<file path="src/design/axi_chan_pkg.sv">
// AXI4 and AXI4-Lite write channel definitions
// Shared payload structs, widths and protocol encodings

package axi_chan_pkg;

    // ======================================================================
    // Widths
    // ======================================================================
    localparam int id_w   = 4;
    localparam int addr_w = 32;
    localparam int data_w = 32;
    localparam int strb_w = data_w / 8;

    // ======================================================================
    // Encodings
    // ======================================================================
    typedef enum logic [1:0] {
        burst_fixed = 2'b00,
        burst_incr  = 2'b01,
        burst_wrap  = 2'b10
    } burst_e;

    // Larger code ranks as the worse response
    typedef enum logic [1:0] {
        resp_okay   = 2'b00,
        resp_exokay = 2'b01,
        resp_slverr = 2'b10,
        resp_decerr = 2'b11
    } resp_e;

    // ======================================================================
    // AXI4 full channels
    // ======================================================================
    typedef struct packed {
        logic [id_w-1:0]   id;
        logic [addr_w-1:0] addr;
        logic [7:0]        len;
        logic [2:0]        size;
        burst_e            burst;
        logic [2:0]        prot;
    } axi_aw_t;

    typedef struct packed {
        logic [data_w-1:0] data;
        logic [strb_w-1:0] strb;
        logic              last;
    } axi_w_t;

    typedef struct packed {
        logic [id_w-1:0] id;
        resp_e           resp;
    } axi_b_t;

    // ======================================================================
    // AXI4-Lite channels
    // ======================================================================
    typedef struct packed {
        logic [addr_w-1:0] addr;
        logic [2:0]        prot;
    } axil_aw_t;

    typedef struct packed {
        logic [data_w-1:0] data;
        logic [strb_w-1:0] strb;
    } axil_w_t;

    typedef struct packed {
        resp_e resp;
    } axil_b_t;

endpackage

</file>
<file path="src/design/reg_map_pkg.sv">
// Control register map
// Bank size and address decode constants

package reg_map_pkg;

    // Sixteen word registers
    localparam int reg_count = 16;
    localparam int reg_idx_w = 4;

    // Byte offset of the register index inside the address
    localparam int reg_addr_lsb = 2;

    // Addresses at or above this limit are out of range
    localparam int reg_space_bytes = reg_count * (axi_chan_pkg::data_w / 8);

    // Whole bank as one packed vector with register 0 in the low word
    typedef logic [reg_count-1:0][axi_chan_pkg::data_w-1:0] reg_array_t;

endpackage

</file>
<file path="src/design/axi4_to_axil_wr.sv">
// AXI4 write burst to AXI4-Lite converter
// One Lite write per beat and a single merged burst response back to the master

`timescale 1ns/10ps

module axi4_to_axil_wr (
    input  logic                   aclk,
    input  logic                   aresetn,
    // AXI4 slave side
    input  axi_chan_pkg::axi_aw_t  s_aw,
    input  logic                   s_aw_valid,
    output logic                   s_aw_ready,
    input  axi_chan_pkg::axi_w_t   s_w,
    input  logic                   s_w_valid,
    output logic                   s_w_ready,
    output axi_chan_pkg::axi_b_t   s_b,
    output logic                   s_b_valid,
    input  logic                   s_b_ready,
    // AXI4-Lite master side
    output axi_chan_pkg::axil_aw_t m_aw,
    output logic                   m_aw_valid,
    input  logic                   m_aw_ready,
    output axi_chan_pkg::axil_w_t  m_w,
    output logic                   m_w_valid,
    input  logic                   m_w_ready,
    input  axi_chan_pkg::axil_b_t  m_b,
    input  logic                   m_b_valid,
    output logic                   m_b_ready
);

    typedef enum logic [1:0] {
        st_idle,
        st_beat,
        st_wait_resp,
        st_resp
    } state_e;

    state_e state;

    // Captured burst
    logic [axi_chan_pkg::id_w-1:0]   burst_id;
    logic [axi_chan_pkg::addr_w-1:0] beat_addr;
    logic [7:0]                      burst_len;
    logic [2:0]                      burst_size;
    axi_chan_pkg::burst_e            burst_type;
    logic [2:0]                      burst_prot;
    axi_chan_pkg::resp_e             worst_resp;

    // Progress counters and per-beat flags
    logic [7:0] beat_cnt;
    logic [7:0] resp_cnt;
    logic       aw_done;
    logic       w_done;

    logic aw_accept;
    logic aw_fire;
    logic w_fire;
    logic b_fire;
    logic beat_end;

    // Address step unit
    logic [axi_chan_pkg::addr_w-1:0] step;
    logic [axi_chan_pkg::addr_w-1:0] len_ext;
    logic [axi_chan_pkg::addr_w-1:0] wrap_mask;
    logic [axi_chan_pkg::addr_w-1:0] incr_addr;
    logic [axi_chan_pkg::addr_w-1:0] next_addr;

    // ======================================================================
    // Handshakes
    // ======================================================================
    assign s_aw_ready = (state == st_idle);
    assign aw_accept  = s_aw_valid && s_aw_ready;

    // Lite AW and W are offered together for each beat
    assign m_aw       = '{addr: beat_addr, prot: burst_prot};
    assign m_aw_valid = (state == st_beat) && !aw_done;
    assign m_w        = '{data: s_w.data, strb: s_w.strb};
    assign m_w_valid  = (state == st_beat) && !w_done && s_w_valid;

    // AXI4 W is consumed exactly when the Lite W moves
    assign s_w_ready = (state == st_beat) && !w_done && m_w_ready;

    assign aw_fire  = m_aw_valid && m_aw_ready;
    assign w_fire   = m_w_valid && m_w_ready;
    assign beat_end = (aw_done || aw_fire) && (w_done || w_fire);

    // Lite responses may trail the beats still being issued
    assign m_b_ready = (state == st_beat) || (state == st_wait_resp);
    assign b_fire    = m_b_valid && m_b_ready;

    assign s_b       = '{id: burst_id, resp: worst_resp};
    assign s_b_valid = (state == st_resp);

    // ======================================================================
    // Address step
    // ======================================================================
    assign step      = {{(axi_chan_pkg::addr_w-1){1'b0}}, 1'b1} << burst_size;
    assign len_ext   = {{(axi_chan_pkg::addr_w-8){1'b0}}, burst_len};
    // Wrap window of (len+1) beats is always a power of two for WRAP
    assign wrap_mask = ((len_ext + 1'b1) << burst_size) - 1'b1;
    assign incr_addr = beat_addr + step;

    always_comb begin
        case (burst_type)
            axi_chan_pkg::burst_fixed: next_addr = beat_addr;
            axi_chan_pkg::burst_wrap:  next_addr = (beat_addr & ~wrap_mask) |
                                                   (incr_addr & wrap_mask);
            default:                   next_addr = incr_addr;
        endcase
    end

    // ======================================================================
    // Control state
    // ======================================================================
    always_ff @(posedge aclk or negedge aresetn) begin
        if (!aresetn) begin
            state    <= st_idle;
            beat_cnt <= '0;
            resp_cnt <= '0;
            aw_done  <= 1'b0;
            w_done   <= 1'b0;
        end else begin
            case (state)
                st_idle: begin
                    if (aw_accept) begin
                        state    <= st_beat;
                        beat_cnt <= '0;
                        resp_cnt <= '0;
                    end
                end
                st_beat: begin
                    if (beat_end) begin
                        aw_done  <= 1'b0;
                        w_done   <= 1'b0;
                        beat_cnt <= beat_cnt + 8'd1;
                        // Last beat issued
                        if (beat_cnt == burst_len) begin
                            state <= st_wait_resp;
                        end
                    end else begin
                        if (aw_fire) begin
                            aw_done <= 1'b1;
                        end
                        if (w_fire) begin
                            w_done <= 1'b1;
                        end
                    end
                end
                st_wait_resp: begin
                    if (b_fire && resp_cnt == burst_len) begin
                        state <= st_resp;
                    end
                end
                default: begin
                    if (s_b_ready) begin
                        state <= st_idle;
                    end
                end
            endcase
            if (b_fire) begin
                resp_cnt <= resp_cnt + 8'd1;
            end
        end
    end

    // ======================================================================
    // Burst payload and response merge
    // ======================================================================
    always_ff @(posedge aclk) begin
        if (aw_accept) begin
            burst_id   <= s_aw.id;
            beat_addr  <= s_aw.addr;
            burst_len  <= s_aw.len;
            burst_size <= s_aw.size;
            burst_type <= s_aw.burst;
            burst_prot <= s_aw.prot;
            worst_resp <= axi_chan_pkg::resp_okay;
        end else begin
            if (beat_end) begin
                beat_addr <= next_addr;
            end
            // Keep the worst code seen in this burst
            if (b_fire && m_b.resp > worst_resp) begin
                worst_resp <= m_b.resp;
            end
        end
    end

endmodule

</file>
<file path="src/design/axil_reg_bank.sv">
// AXI4-Lite write slave with sixteen byte-strobed control registers

`timescale 1ns/10ps

module axil_reg_bank (
    input  logic                    aclk,
    input  logic                    aresetn,
    input  axi_chan_pkg::axil_aw_t  s_aw,
    input  logic                    s_aw_valid,
    output logic                    s_aw_ready,
    input  axi_chan_pkg::axil_w_t   s_w,
    input  logic                    s_w_valid,
    output logic                    s_w_ready,
    output axi_chan_pkg::axil_b_t   s_b,
    output logic                    s_b_valid,
    input  logic                    s_b_ready,
    output reg_map_pkg::reg_array_t ctrl_regs
);

    logic                          pending;
    axi_chan_pkg::resp_e           resp_code;
    logic                          wr_fire;
    logic                          in_range;
    logic [reg_map_pkg::reg_idx_w-1:0] reg_idx;

    // AW and W only taken as a pair while idle
    assign s_aw_ready = !pending && s_w_valid;
    assign s_w_ready  = !pending && s_aw_valid;
    assign wr_fire    = s_aw_valid && s_w_valid && !pending;

    // Address decode
    assign in_range = (s_aw.addr < reg_map_pkg::reg_space_bytes);
    assign reg_idx  = s_aw.addr[reg_map_pkg::reg_addr_lsb +: reg_map_pkg::reg_idx_w];

    assign s_b       = '{resp: resp_code};
    assign s_b_valid = pending;

    always_ff @(posedge aclk or negedge aresetn) begin
        if (!aresetn) begin
            pending   <= 1'b0;
            resp_code <= axi_chan_pkg::resp_okay;
            ctrl_regs <= '0;
        end else if (wr_fire) begin
            pending   <= 1'b1;
            resp_code <= in_range ? axi_chan_pkg::resp_okay : axi_chan_pkg::resp_slverr;
            // Only strobed bytes of an in-range register change
            if (in_range) begin
                for (int b = 0; b < axi_chan_pkg::strb_w; b++) begin
                    if (s_w.strb[b]) begin
                        ctrl_regs[reg_idx][8*b +: 8] <= s_w.data[8*b +: 8];
                    end
                end
            end
        end else if (s_b_ready) begin
            pending <= 1'b0;
        end
    end

endmodule

</file>
<file path="src/design/axil_wr_arbiter.sv">
// Two-client AXI4-Lite write arbiter
// Round-robin grant held from the write until its response returns

`timescale 1ns/10ps

module axil_wr_arbiter (
    input  logic                   aclk,
    input  logic                   aresetn,
    // Client ports
    input  axi_chan_pkg::axil_aw_t c_aw [2],
    input  logic [1:0]             c_aw_valid,
    output logic [1:0]             c_aw_ready,
    input  axi_chan_pkg::axil_w_t  c_w [2],
    input  logic [1:0]             c_w_valid,
    output logic [1:0]             c_w_ready,
    output axi_chan_pkg::axil_b_t  c_b [2],
    output logic [1:0]             c_b_valid,
    input  logic [1:0]             c_b_ready,
    // Shared bus
    output axi_chan_pkg::axil_aw_t m_aw,
    output logic                   m_aw_valid,
    input  logic                   m_aw_ready,
    output axi_chan_pkg::axil_w_t  m_w,
    output logic                   m_w_valid,
    input  logic                   m_w_ready,
    input  axi_chan_pkg::axil_b_t  m_b,
    input  logic                   m_b_valid,
    output logic                   m_b_ready
);

    // Grant state
    logic busy;
    logic gnt_idx;
    logic rr_ptr;

    logic pick;
    logic sel;
    logic active;

    // ======================================================================
    // Selection
    // ======================================================================
    // Favoured client wins a tie and otherwise whoever is asking
    assign pick   = c_aw_valid[rr_ptr] ? rr_ptr : !rr_ptr;
    assign sel    = busy ? gnt_idx : pick;
    assign active = busy || (|c_aw_valid);

    // Granted client passes straight through without a register stage
    assign m_aw       = c_aw[sel];
    assign m_aw_valid = active && c_aw_valid[sel];
    assign m_w        = c_w[sel];
    assign m_w_valid  = active && c_w_valid[sel];
    assign m_b_ready  = busy && c_b_ready[gnt_idx];

    always_comb begin
        for (int i = 0; i < 2; i++) begin
            c_aw_ready[i] = active && (sel == i[0]) && m_aw_ready;
            c_w_ready[i]  = active && (sel == i[0]) && m_w_ready;
            c_b_valid[i]  = busy && (gnt_idx == i[0]) && m_b_valid;
            c_b[i]        = m_b;
        end
    end

    // ======================================================================
    // Grant tracking
    // ======================================================================
    always_ff @(posedge aclk or negedge aresetn) begin
        if (!aresetn) begin
            busy    <= 1'b0;
            gnt_idx <= 1'b0;
            rr_ptr  <= 1'b0;
        end else if (!busy) begin
            // Lock on the first transfer of the chosen client
            if ((m_aw_valid && m_aw_ready) || (m_w_valid && m_w_ready)) begin
                busy    <= 1'b1;
                gnt_idx <= sel;
            end
        end else if (m_b_valid && m_b_ready) begin
            // Release and hand priority to the other client
            busy   <= 1'b0;
            rr_ptr <= !gnt_idx;
        end
    end

endmodule

</file>
<file path="src/design/axil_wr_subsys.sv">
// Control register subsystem
// Two AXI4 write ports, converted and arbitrated onto one register bank

`timescale 1ns/10ps

module axil_wr_subsys (
    input  logic                    aclk,
    input  logic                    aresetn,
    // AXI4 port 0
    input  axi_chan_pkg::axi_aw_t   s0_aw,
    input  logic                    s0_aw_valid,
    output logic                    s0_aw_ready,
    input  axi_chan_pkg::axi_w_t    s0_w,
    input  logic                    s0_w_valid,
    output logic                    s0_w_ready,
    output axi_chan_pkg::axi_b_t    s0_b,
    output logic                    s0_b_valid,
    input  logic                    s0_b_ready,
    // AXI4 port 1
    input  axi_chan_pkg::axi_aw_t   s1_aw,
    input  logic                    s1_aw_valid,
    output logic                    s1_aw_ready,
    input  axi_chan_pkg::axi_w_t    s1_w,
    input  logic                    s1_w_valid,
    output logic                    s1_w_ready,
    output axi_chan_pkg::axi_b_t    s1_b,
    output logic                    s1_b_valid,
    input  logic                    s1_b_ready,
    // Register contents
    output reg_map_pkg::reg_array_t ctrl_regs
);

    // Converter side of the arbiter
    axi_chan_pkg::axil_aw_t c_aw [2];
    axi_chan_pkg::axil_w_t  c_w [2];
    axi_chan_pkg::axil_b_t  c_b [2];
    logic [1:0]             c_aw_valid;
    logic [1:0]             c_aw_ready;
    logic [1:0]             c_w_valid;
    logic [1:0]             c_w_ready;
    logic [1:0]             c_b_valid;
    logic [1:0]             c_b_ready;

    // Shared Lite bus
    axi_chan_pkg::axil_aw_t bus_aw;
    axi_chan_pkg::axil_w_t  bus_w;
    axi_chan_pkg::axil_b_t  bus_b;
    logic                   bus_aw_valid;
    logic                   bus_aw_ready;
    logic                   bus_w_valid;
    logic                   bus_w_ready;
    logic                   bus_b_valid;
    logic                   bus_b_ready;

    // ======================================================================
    // Burst converters
    // ======================================================================
    axi4_to_axil_wr u_conv0 (
        .aclk       (aclk),
        .aresetn    (aresetn),
        .s_aw       (s0_aw),
        .s_aw_valid (s0_aw_valid),
        .s_aw_ready (s0_aw_ready),
        .s_w        (s0_w),
        .s_w_valid  (s0_w_valid),
        .s_w_ready  (s0_w_ready),
        .s_b        (s0_b),
        .s_b_valid  (s0_b_valid),
        .s_b_ready  (s0_b_ready),
        .m_aw       (c_aw[0]),
        .m_aw_valid (c_aw_valid[0]),
        .m_aw_ready (c_aw_ready[0]),
        .m_w        (c_w[0]),
        .m_w_valid  (c_w_valid[0]),
        .m_w_ready  (c_w_ready[0]),
        .m_b        (c_b[0]),
        .m_b_valid  (c_b_valid[0]),
        .m_b_ready  (c_b_ready[0])
    );

    axi4_to_axil_wr u_conv1 (
        .aclk       (aclk),
        .aresetn    (aresetn),
        .s_aw       (s1_aw),
        .s_aw_valid (s1_aw_valid),
        .s_aw_ready (s1_aw_ready),
        .s_w        (s1_w),
        .s_w_valid  (s1_w_valid),
        .s_w_ready  (s1_w_ready),
        .s_b        (s1_b),
        .s_b_valid  (s1_b_valid),
        .s_b_ready  (s1_b_ready),
        .m_aw       (c_aw[1]),
        .m_aw_valid (c_aw_valid[1]),
        .m_aw_ready (c_aw_ready[1]),
        .m_w        (c_w[1]),
        .m_w_valid  (c_w_valid[1]),
        .m_w_ready  (c_w_ready[1]),
        .m_b        (c_b[1]),
        .m_b_valid  (c_b_valid[1]),
        .m_b_ready  (c_b_ready[1])
    );

    // ======================================================================
    // Arbiter and register bank
    // ======================================================================
    axil_wr_arbiter u_arb (
        .aclk       (aclk),
        .aresetn    (aresetn),
        .c_aw       (c_aw),
        .c_aw_valid (c_aw_valid),
        .c_aw_ready (c_aw_ready),
        .c_w        (c_w),
        .c_w_valid  (c_w_valid),
        .c_w_ready  (c_w_ready),
        .c_b        (c_b),
        .c_b_valid  (c_b_valid),
        .c_b_ready  (c_b_ready),
        .m_aw       (bus_aw),
        .m_aw_valid (bus_aw_valid),
        .m_aw_ready (bus_aw_ready),
        .m_w        (bus_w),
        .m_w_valid  (bus_w_valid),
        .m_w_ready  (bus_w_ready),
        .m_b        (bus_b),
        .m_b_valid  (bus_b_valid),
        .m_b_ready  (bus_b_ready)
    );

    axil_reg_bank u_bank (
        .aclk       (aclk),
        .aresetn    (aresetn),
        .s_aw       (bus_aw),
        .s_aw_valid (bus_aw_valid),
        .s_aw_ready (bus_aw_ready),
        .s_w        (bus_w),
        .s_w_valid  (bus_w_valid),
        .s_w_ready  (bus_w_ready),
        .s_b        (bus_b),
        .s_b_valid  (bus_b_valid),
        .s_b_ready  (bus_b_ready),
        .ctrl_regs  (ctrl_regs)
    );

endmodule

</file>
<file path="config.mk">
export PLATFORM = sky130hd
export DESIGN_NAME = axil_wr_subsys
export DESIGN_NICKNAME = d
export VERILOG_FILES = /design/src/design/axi_chan_pkg.sv /design/src/design/reg_map_pkg.sv /design/src/design/axi4_to_axil_wr.sv /design/src/design/axil_reg_bank.sv /design/src/design/axil_wr_arbiter.sv /design/src/design/axil_wr_subsys.sv
export SDC_FILE = /design/constraint.sdc
export NUM_CORES = 1
export LEC_CHECK = 0
export BUFFER_PORTS_ARGS = -buffer_cell sky130_fd_sc_hd__buf_4
export CORE_AREA = 4 4 279 281
export CTS_CLUSTER_DIAMETER = 150
export CTS_CLUSTER_SIZE = 24
export DETAILED_ROUTE_END_ITERATION = 10
export DIE_AREA = 0 0 283 285
export PLACE_DENSITY = 0.66
export RECOVER_POWER = 50
export SLEW_MARGIN = 20
export SYNTH_ARGS = -nofsm -noshare
export SYNTH_HDL_FRONTEND = slang
export SYNTH_HIERARCHICAL = 1
export SYNTH_SLANG_ARGS = --single-unit
</file>
<file path="constraint.sdc">
create_clock -name aclk -period 10.6 [get_ports aclk]
set_clock_uncertainty 0.2 [all_clocks]
set_input_delay 1.59 -clock aclk [delete_from_list [all_inputs] [get_ports aclk]]
set_output_delay 1.59 -clock aclk [all_outputs]
set_load 0.02 [all_outputs]
</file>
# Yosys cells after proc, flatten, opt, wreduce, memory -nomap -nowiden

Index checks and enable logic that the tools add are counted.

Word-level logic and storage cells: 275
Register bits after elaboration: 666

Order comparisons: 9
Reduce and logical (&&, ||, !) cells: 93
Bitwise logic cells: 12
$add $sub $neg: 10
Multiplexer cells: 80
Shift operators: 4
Equality and inequality tests: 22

Operators by type and width:

| cell                  | number |
|---|---|
| $mux 512              | 10 |
| $bwmux 512            | 4 |
| $demux 32 s4          | 4 |
| $mux 32               | 5 |
| $and 32x32->32        | 4 |
| $pmux 32 s2           | 2 |
| $mux 36               | 3 |
| $mux 35               | 3 |
| $mux 8                | 9 |
| $add 32x32->32        | 2 |
| $not 32->32           | 2 |
| $or 32x32->32         | 2 |
| $shl 1x3->32 const A  | 2 |
| $shl 32x3->32         | 2 |
| $sub 32x1->32 const B | 2 |
| $logic_and 1x1->1     | 43 |
| $add 8x1->8 const B   | 4 |
| $eq 8x8->1            | 4 |
| $lt 32x7->1 const B   | 1 |
| $pmux 8 s2            | 2 |
| $reduce_bool 2->1     | 13 |
| $mux 24               | 1 |
| $mux 1                | 23 |
| $mux 2                | 11 |
| 22 further kinds      | 72 |

# Longest topological paths before layout

Gate-level depths: netlist (run 1).

Depth after elaboration: 28
Depth in mapped cells: 20

# Cells and area by module

Netlist (run 1), hierarchy kept.

By module, submodules not included:

| module          | cells each | area each (um^2) | times used |
|---|---|---|---|
| axil_reg_bank   | 1192       | 19846.5          | 1 |
| axi4_to_axil_wr | 658        | 5931.9           | 2 |
| axil_wr_arbiter | 120        | 1182.4           | 1 |

# Least setup slack after synthesis (run 1)

No wires, ideal clock.

Path type: register to output
Start: reg u_conv0.state[1]
End: out s0_w_ready
Buffers on the path: 2
Required time: 8810 ps
Path slack: 6048 ps
Cell stages (with the launch flop): 14
Data arrival time: 2762 ps
Path through: dfrtp_1 -> inv_1 -> ha_1 -> clkbuf_1 -> nor2b_1 -> nor2_1 -> or2_1 -> o21ai_1 -> buf_4 -> mux2_1 -> nor2b_1 -> nand2_1 -> nor2b_1 -> and3b_1

Cells in the longest elaborated chain, start to end: 12
Elaborated cells between the ends (all ways): 17

Ends and longest elaborated chain:

| item                                       | line                   | text |
|---|---|---|
| from (decl)                                | axi4_to_axil_wr.sv:38  | `state_e state;` |
| from (signal assigned)                     | axi4_to_axil_wr.sv:117 | `state <= st_idle;` |
| from (signal assigned)                     | axi4_to_axil_wr.sv:126 | `state <= st_beat;` |
| from (signal assigned)                     | axi4_to_axil_wr.sv:138 | `state <= st_wait_resp;` |
| $eq 2x1->1 (*)                             | axi4_to_axil_wr.sv:76  | `assign m_aw_valid = (state == st_beat) && !aw_done;` |
| $logic_and 1x1->1 (*)                      | axi4_to_axil_wr.sv:76  |  |
| net c_aw_valid[0]                          | axil_wr_subsys.sv:37   | `logic [1:0] c_aw_valid;` |
| $mux 1 (not written as such) (2 in series) | axil_wr_arbiter.sv:44  | `assign pick = c_aw_valid[rr_ptr] ? rr_ptr : !rr_ptr;` |
| $mux 1                                     | axil_wr_arbiter.sv:44  |  |
| $mux 1                                     | axil_wr_arbiter.sv:45  | `assign sel = busy ? gnt_idx : pick;` |
| $mux 1 (not written as such) (2 in series) | axil_wr_arbiter.sv:50  | `assign m_aw_valid = active && c_aw_valid[sel];` |
| $logic_and 1x1->1 (*)                      | axil_wr_arbiter.sv:50  |  |
| net bus_aw_valid                           | axil_wr_subsys.sv:48   | `logic bus_aw_valid;` |
| $logic_and 1x1->1 (*)                      | axil_reg_bank.sv:28    | `assign s_w_ready = !pending && s_aw_valid;` |
| net bus_w_ready                            | axil_wr_subsys.sv:51   | `logic bus_w_ready;` |
| $logic_and 1x1->1 (*)                      | axil_wr_arbiter.sv:58  | `c_w_ready[i] = active && (sel == i[0]) && m_w_ready;` |
| net c_w_ready[0]                           | axil_wr_subsys.sv:40   | `logic [1:0] c_w_ready;` |
| $logic_and 1x1->1 (*)                      | axi4_to_axil_wr.sv:81  | `assign s_w_ready = (state == st_beat) && !w_done && m_w_ready;` |
| to (decl)                                  | axil_wr_subsys.sv:15   | `output logic s0_w_ready,` |

The timed path passes the listed nets; every way through them passes the cells marked *. The select of a mux whose other input is x is not followed.

==> results.py, run 1 <==
metrics = {
    "floorplanning": {
        "num_io_pins": 716,
        "placement_rows": 101,
        "initial_utilization_pct": 43.3,
        "floorplan.die_area_um2": 80700,
        "dieHeight_um": 285,
        "fp.dieW_um": 283,
        "design.core.area_um2": 75400,
    },
    "global_route": {
        "grt_pass1_vias": 24500,
        "pin_count_of_the_biggest_net_entering_global_routing": 155,
        "global_route_wire_length_before_repair_um": 162000,
        "initial_antenna_violation_count": 6,
        "gr-usage-all-layers_pct": 26.1,
        "global_route.overflow_total": 0,
    },
    "timing": {
        "max_slew.worst_pin.slew_ps": 5800,
        "worst_hold_slack_ps": 307,
        "setup_repair_after_global_routing_missed_its_margin": "false",
        "slew_headroom_pct": -287,
        "minimum_period_implied_by_the_final_worst_setup_slack_ps": 7230,
        "report.final.slew_viol_count": 286,
        "final_clock_period_utilization_by_the_worst_path_pct": 68.2,
        "upper_clock_frequency_limit_ghz": 0.138,
        "finish_stage_setup_viols": 0,
        "totalNegativeSetupSlack_ps": 0,
        "number_of_failing_hold_endpoints_at_the_final_stage": 0,
    },
    "place": {
        "routabilityCongestion": 0.884,
        "place.port_buffers": 707,
        "hpwlAfterDp_um": 82000,
    },
    "cts": {
        "number_of_post_cts_setup_repair_buffers": 0,
        "post_cts_resized": 0,
        "cts_tree": "done",
        "tritoncts.num_buffers": 31,
        "clkLatencyLatePin_ps": 650,
        "cts_max_path_buffers": 3,
        "cts.sinks": 659,
        "clkTransAtPathRegs_ps": 90,
        "hold_buffers": 0,
        "clk_root_buf": "sky130_fd_sc_hd__clkbuf_16",
        "cts-htree-levels": 1,
    },
    "layout": {
        "final_layout_size_suffix_gt1_share_pct": 30.3,
        "areaGrowthSynthToFinish_pct": 14.8,
        "layout_commonest_cell": "sky130_fd_sc_hd__dfrtp_1",
        "finish.net_count": 3395,
        "final_cell_mix": "sky130_fd_sc_hd__dfrtp_1 (557), sky130_fd_sc_hd__mux2_2 (520), sky130_fd_sc_hd__clkbuf_1 (418), sky130_fd_sc_hd__buf_4 (288), sky130_fd_sc_hd__nor2_1 (160)",
    },
    "critical_path": {
        "critical_path.reg2reg.startpoint": "u_conv0/state[1]$_DFFE_PN0P_",
        "critical_path.startpoint_type": "input pin",
        "required_ps": 11090,
        "setup.reg_to_reg.worst_slack_ps": 3760,
        "timing.critical_path.to_type": "asynchronous set/reset pin",
        "worst_ep_arrival_time_ps": 7710,
        "path_max_fanout": 104,
        "reg2regPathDepth": 13,
        "critical_path_class": "in2async",
        "worst_r2r_endpoint": "u_bank/ctrl_regs[252]$_DFFE_PN0P_",
    },
    "routing": {
        "detail_route.drc_violations": 0,
        "routed-via-count": 23800,
        "drt_first_pass_iters": 5,
        "1st_iter_drt_viols": 1611,
        "routed_wire_length_per_instance_um": 26.3,
        "drt.antenna.violating_nets": 0,
        "wirelength_um": 109000,
        "per_cell_via_count_in_the_routed_design": 5.72,
    },
    "flow_run": {
        "drv_cap": 5,
    },
    "synthesis": {
        "synth.cell_area_um2": 32700,
        "synth.net_count": 2843,
        "synth_warnings": 6,
        "synth_area_per_cell_um2": 12.5,
        "postSynthCellCount": 2617,
    },
    "power_and_ir_drop": {
        "power.density_cell_area_nw_per_um2": 173,
        "leakage_nw": 17.5,
        "finalPower_mw": 6.48,
        "ir_drop_mv": 0.140,
    },
    "min_path": {
        "hold_end": "u_bank/ctrl_regs[48]$_DFFE_PN0P_",
        "worstHoldStart": "u_bank/ctrl_regs[48]$_DFFE_PN0P_",
        "worstHoldPathCells": 1,
        "timing.hold.worst.class": "reg2reg",
    },
    "run_status": {
        "violated_checks": "max-capacitance violations, max-slew violations",
        "result_of_the_run": "finished with violations",
    },
}
-- how the worst max path moves through the flow --
stage | startpoint | endpoint | slack (ps)
after CTS | u_conv0/state[1]$_DFFE_PN0P_ | u_bank/ctrl_regs[466]$_DFFE_PN0P_ | 3670
after detailed placement | u_conv0/state[1]$_DFFE_PN0P_ | u_bank/ctrl_regs[466]$_DFFE_PN0P_ | 3690
final | aresetn | u_bank/ctrl_regs[486]$_DFFE_PN0P_ | 3370
after floorplan | u_conv0/state[1]$_DFFE_PN0P_ | s0_w_ready | 6070
after global routing | aresetn | u_bank/ctrl_regs[17]$_DFFE_PN0P_ | 2240
after global placement | u_conv0/state[1]$_DFFE_PN0P_ | u_bank/ctrl_regs[469]$_DFFE_PN0P_ | 3930
-- worst max-delay path, cell delays in order --
cell and delay, ps:
sky130_fd_sc_hd__clkbuf_1 3940, sky130_fd_sc_hd__buf_4 1200, sky130_fd_sc_hd__buf_4 740
-- per-stage QoR --
stage | cell area [um^2] | util, % | instances | setup slack (ps)
detailed placement | 38200 | 50.6 | 4114 | 3690
floorplan | 32700 | - | 2617 | 6070
global route | 37500 | 49.7 | 4156 | 2240
CTS | 39000 | 51.7 | 4155 | 3670
finish | 37500 | 49.7 | 4156 | 3370
global placement | 38200 | 50.6 | 4114 | 3930
-- metal layers --
layer	vias up	share of wire, %	track usage (%)
met3	172	7.3	6.16
met2	851	48	44.1
met4	0	4.2	8.96
li1	10500	-	-
met5	-	0	0
met1	12200	40	33.0
-- final cells by class --
| cell class | count | area [um^2] |
|---|---|---|
| clock inverters | 2 | 36.3 |
| fillers | 7013 | 38000 |
| repair buffers | 733 | 3980 |
| flip-flops and latches | 659 | 17000 |
| clock buffers | 39 | 806 |
| inverters | 39 | 146 |
| diodes | 1 | 2.50 |
| multi-input cells | 1705 | 14300 |
| well taps | 978 | 1220 |
-- state kept, by name, summed over array words and instances (netlist names), 2 cells and up, named ones only --
register            count
u_conv0/resp_cnt        8
u_conv1/burst_len       8
u_conv0/state           2
u_conv0/beat_cnt        8
u_conv0/worst_resp      2
u_conv1/burst_id        4
u_bank/ctrl_regs      512
u_conv0/burst_len       8
u_conv0/burst_id        4
u_conv1/worst_resp      2
u_conv1/burst_type      2
u_conv0/burst_size      3
u_conv0/burst_type      2
u_conv1/state           2
u_conv1/resp_cnt        8
u_conv1/beat_cnt        8
u_conv1/burst_size      3
-- power breakdown --
| part | total (mW) | switching, mW | internal [mW] | leakage [nW] |
|---|---|---|---|---|
| logic | 2.17 | 1.49 | 0.678 | 8.44 |
| registers | 2.95 | 0.189 | 2.76 | 8.69 |
| clock network | 1.37 | 0.826 | 0.540 | 0.408 |
No activity file was read; power rests on OpenSTA's default activity.
==> run 2, diff against run 1 <==
--- a/config.mk
+++ b/config.mk
@@ -6,12 +6,12 @@
 export NUM_CORES = 1
 export LEC_CHECK = 0
 export BUFFER_PORTS_ARGS = -buffer_cell sky130_fd_sc_hd__buf_4
-export CORE_AREA = 4 4 279 281
+export CORE_AREA = 4 4 273 275
 export CTS_CLUSTER_DIAMETER = 150
 export CTS_CLUSTER_SIZE = 24
 export DETAILED_ROUTE_END_ITERATION = 10
-export DIE_AREA = 0 0 283 285
-export PLACE_DENSITY = 0.66
+export DIE_AREA = 0 0 277 279
+export PLACE_DENSITY = 0.69
 export RECOVER_POWER = 50
 export SLEW_MARGIN = 20
 export SYNTH_ARGS = -nofsm -noshare
==> constraint.sdc (replaced) <==
create_clock -name aclk -period 7 [get_ports aclk]
set_clock_uncertainty 0.2 [all_clocks]
set_input_delay 1.05 -clock aclk [delete_from_list [all_inputs] [get_ports aclk]]
set_output_delay 1.05 -clock aclk [all_outputs]
set_load 0.02 [all_outputs]
==> results.py, run 2 (synthesized netlist as in run 1, its figures left out) <==
metrics = {
    "min_path": {
        "timing.hold.worst.class": "reg2reg",
        "worstHoldStart": "u_bank/ctrl_regs[391]$_DFFE_PN0P_",
        "hold_end": "u_bank/ctrl_regs[391]$_DFFE_PN0P_",
        "worstHoldPathCells": 1,
    },
    "layout": {
        "layout.filler_cells": 6529,
        "final_core_utilization_pct": 52.4,
        "final_instance_area_um2": 37900,
        "largest_register_ffs": 512,
        "finish.net_count": 3408,
        "registers.top_by_ff_count": "u_bank/ctrl_regs",
        "multiInputGateArea_um2": 14300,
        "final_layout_size_suffix_gt1_share_pct": 33.7,
        "ff_latch_area_um2": 17000,
        "layout_commonest_cell": "sky130_fd_sc_hd__dfrtp_1",
        "final_cell_mix": "sky130_fd_sc_hd__dfrtp_1 (557), sky130_fd_sc_hd__mux2_2 (520), sky130_fd_sc_hd__buf_4 (393), sky130_fd_sc_hd__clkbuf_1 (321), sky130_fd_sc_hd__nor2_1 (160)",
        "layout.cells.non_filler": 4153,
        "areaGrowthSynthToFinish_pct": 16.2,
    },
    "cts": {
        "tritoncts.num_buffers": 31,
        "cts-htree-levels": 1,
        "number_of_post_cts_setup_repair_buffers": 0,
        "hold_buffers": 0,
        "post_cts_resized": 0,
        "cts_max_path_buffers": 3,
        "cts_tree": "done",
        "clkTransAtPathRegs_ps": 100,
        "cts.sinks": 659,
        "clkLatencyLatePin_ps": 650,
        "clk_root_buf": "sky130_fd_sc_hd__clkbuf_16",
    },
    "timing": {
        "setup_repair_after_global_routing_missed_its_margin": "false",
        "finish_stage_setup_viols": 0,
        "report.final.slew_viol_count": 189,
        "final_clock_period_utilization_by_the_worst_path_pct": 87.1,
        "upper_clock_frequency_limit_ghz": 0.164,
        "slew_headroom_pct": -238,
        "minimum_period_implied_by_the_final_worst_setup_slack_ps": 6100,
        "totalNegativeSetupSlack_ps": 0,
        "number_of_failing_hold_endpoints_at_the_final_stage": 0,
        "worst_hold_slack_ps": 310,
        "max_slew.worst_pin.slew_ps": 5070,
        "finalWorstSetupSlack_ps": 902,
    },
    "floorplanning": {
        "initial_utilization_pct": 45.1,
        "design.core.area_um2": 72300,
        "floorplan.die_area_um2": 77300,
        "fp.dieW_um": 277,
        "dieHeight_um": 279,
        "num_io_pins": 716,
        "placement_rows": 99,
    },
    "global_route": {
        "gr-usage-all-layers_pct": 27.3,
        "global_route_wire_length_before_repair_um": 163000,
        "initial_antenna_violation_count": 9,
        "global_route.overflow_total": 0,
        "grt_pass1_vias": 24700,
        "pin_count_of_the_biggest_net_entering_global_routing": 155,
    },
    "power_and_ir_drop": {
        "power.density_cell_area_nw_per_um2": 260,
        "ir_drop_mv": 0.236,
        "finalPower_mw": 9.85,
        "leakage_nw": 18.0,
    },
    "critical_path": {
        "worst_r2r_endpoint": "u_bank/ctrl_regs[432]$_DFFE_PN0P_",
        "critical_path.reg2reg.startpoint": "u_conv0/state[1]$_DFFE_PN0P_",
        "critical_path.startpoint_type": "register",
        "timing.critical_path.to_type": "register",
        "reg2regPathDepth": 12,
        "worst_ep_arrival_time_ps": 6420,
        "path_max_fanout": 27,
        "setup.reg_to_reg.worst_slack_ps": 900,
        "required_ps": 7320,
        "critical_path_class": "reg2reg",
    },
    "routing": {
        "routed_wire_length_per_instance_um": 26.4,
        "1st_iter_drt_viols": 1674,
        "wirelength_um": 110000,
        "per_cell_via_count_in_the_routed_design": 5.79,
        "detail_route.drc_violations": 0,
        "drt.antenna.violating_nets": 0,
        "drt_first_pass_iters": 5,
        "routed-via-count": 24100,
    },
    "place": {
        "dp_slack_ps": 916,
        "routabilityCongestion": 0.907,
        "numPlacedInstances": 4108,
        "detailed_place.area_um2": 38300,
        "hpwlAfterDp_um": 83100,
        "place.port_buffers": 707,
    },
    "run_status": {
        "violated_checks": "max-capacitance violations, max-slew violations",
        "result_of_the_run": "finished with violations",
    },
    "flow_run": {
        "drv_cap": 3,
    },
}
run 2: layer usage:
| metal | routed length, um | track usage (%) | vias to the layer above |
|---|---|---|---|
| met5 | 0 | 0 | - |
| met1 | 43800 | 35.2 | 12400 |
| met4 | 4470 | 9.29 | 0 |
| li1 | - | - | 10500 |
| met3 | 8220 | 6.44 | 227 |
| met2 | 53000 | 45.7 | 951 |
run 2: worst max path at each step:
stage,start,to,slack (ps)
final,u_conv0/state[1]$_DFFE_PN0P_,u_bank/ctrl_regs[432]$_DFFE_PN0P_,900
after floorplan,u_conv0/state[1]$_DFFE_PN0P_,u_bank/ctrl_regs[224]$_DFFE_PN0P_,2610
after CTS,u_conv0/state[1]$_DFFE_PN0P_,u_bank/ctrl_regs[373]$_DFFE_PN0P_,890
after global placement,u_conv0/state[1]$_DFFE_PN0P_,u_bank/ctrl_regs[373]$_DFFE_PN0P_,1120
after detailed placement,u_conv0/state[1]$_DFFE_PN0P_,u_bank/ctrl_regs[374]$_DFFE_PN0P_,920
after global routing,aresetn,u_bank/ctrl_regs[385]$_DFFE_PN0P_,370
run 2: final cells by class:
cell class                 count  share of cell area (%)
antenna                        4                  0.0264
clock buffer                  39                    2.12
clock inverter                 2                  0.0956
inverter                      39                   0.386
multi-input combinational   1705                    37.7
sequential                   659                    44.7
tap                          959                    3.16
timing repair buffer         746                    11.8
run 2: where the power goes:
group / total (mW) / leakage, nW / internal (mW) / switching (mW)
clock: 2.05 / 0.408 / 0.818 / 1.23
combinational: 3.32 / 8.91 / 1.04 / 2.28
sequential: 4.47 / 8.69 / 4.18 / 0.292
run 2: critical path, stage by stage (launching register included):
cell	delay (ps)
sky130_fd_sc_hd__dfrtp_1	430
sky130_fd_sc_hd__inv_1	90
sky130_fd_sc_hd__ha_1	450
sky130_fd_sc_hd__nor2b_1	370
sky130_fd_sc_hd__nor2_1	130
sky130_fd_sc_hd__or2_1	290
sky130_fd_sc_hd__o21ai_4	790
sky130_fd_sc_hd__mux2_1	380
sky130_fd_sc_hd__nor4_1	560
sky130_fd_sc_hd__nand4_4	650
sky130_fd_sc_hd__buf_4	450
sky130_fd_sc_hd__nor4_4	730
sky130_fd_sc_hd__mux2_2	410
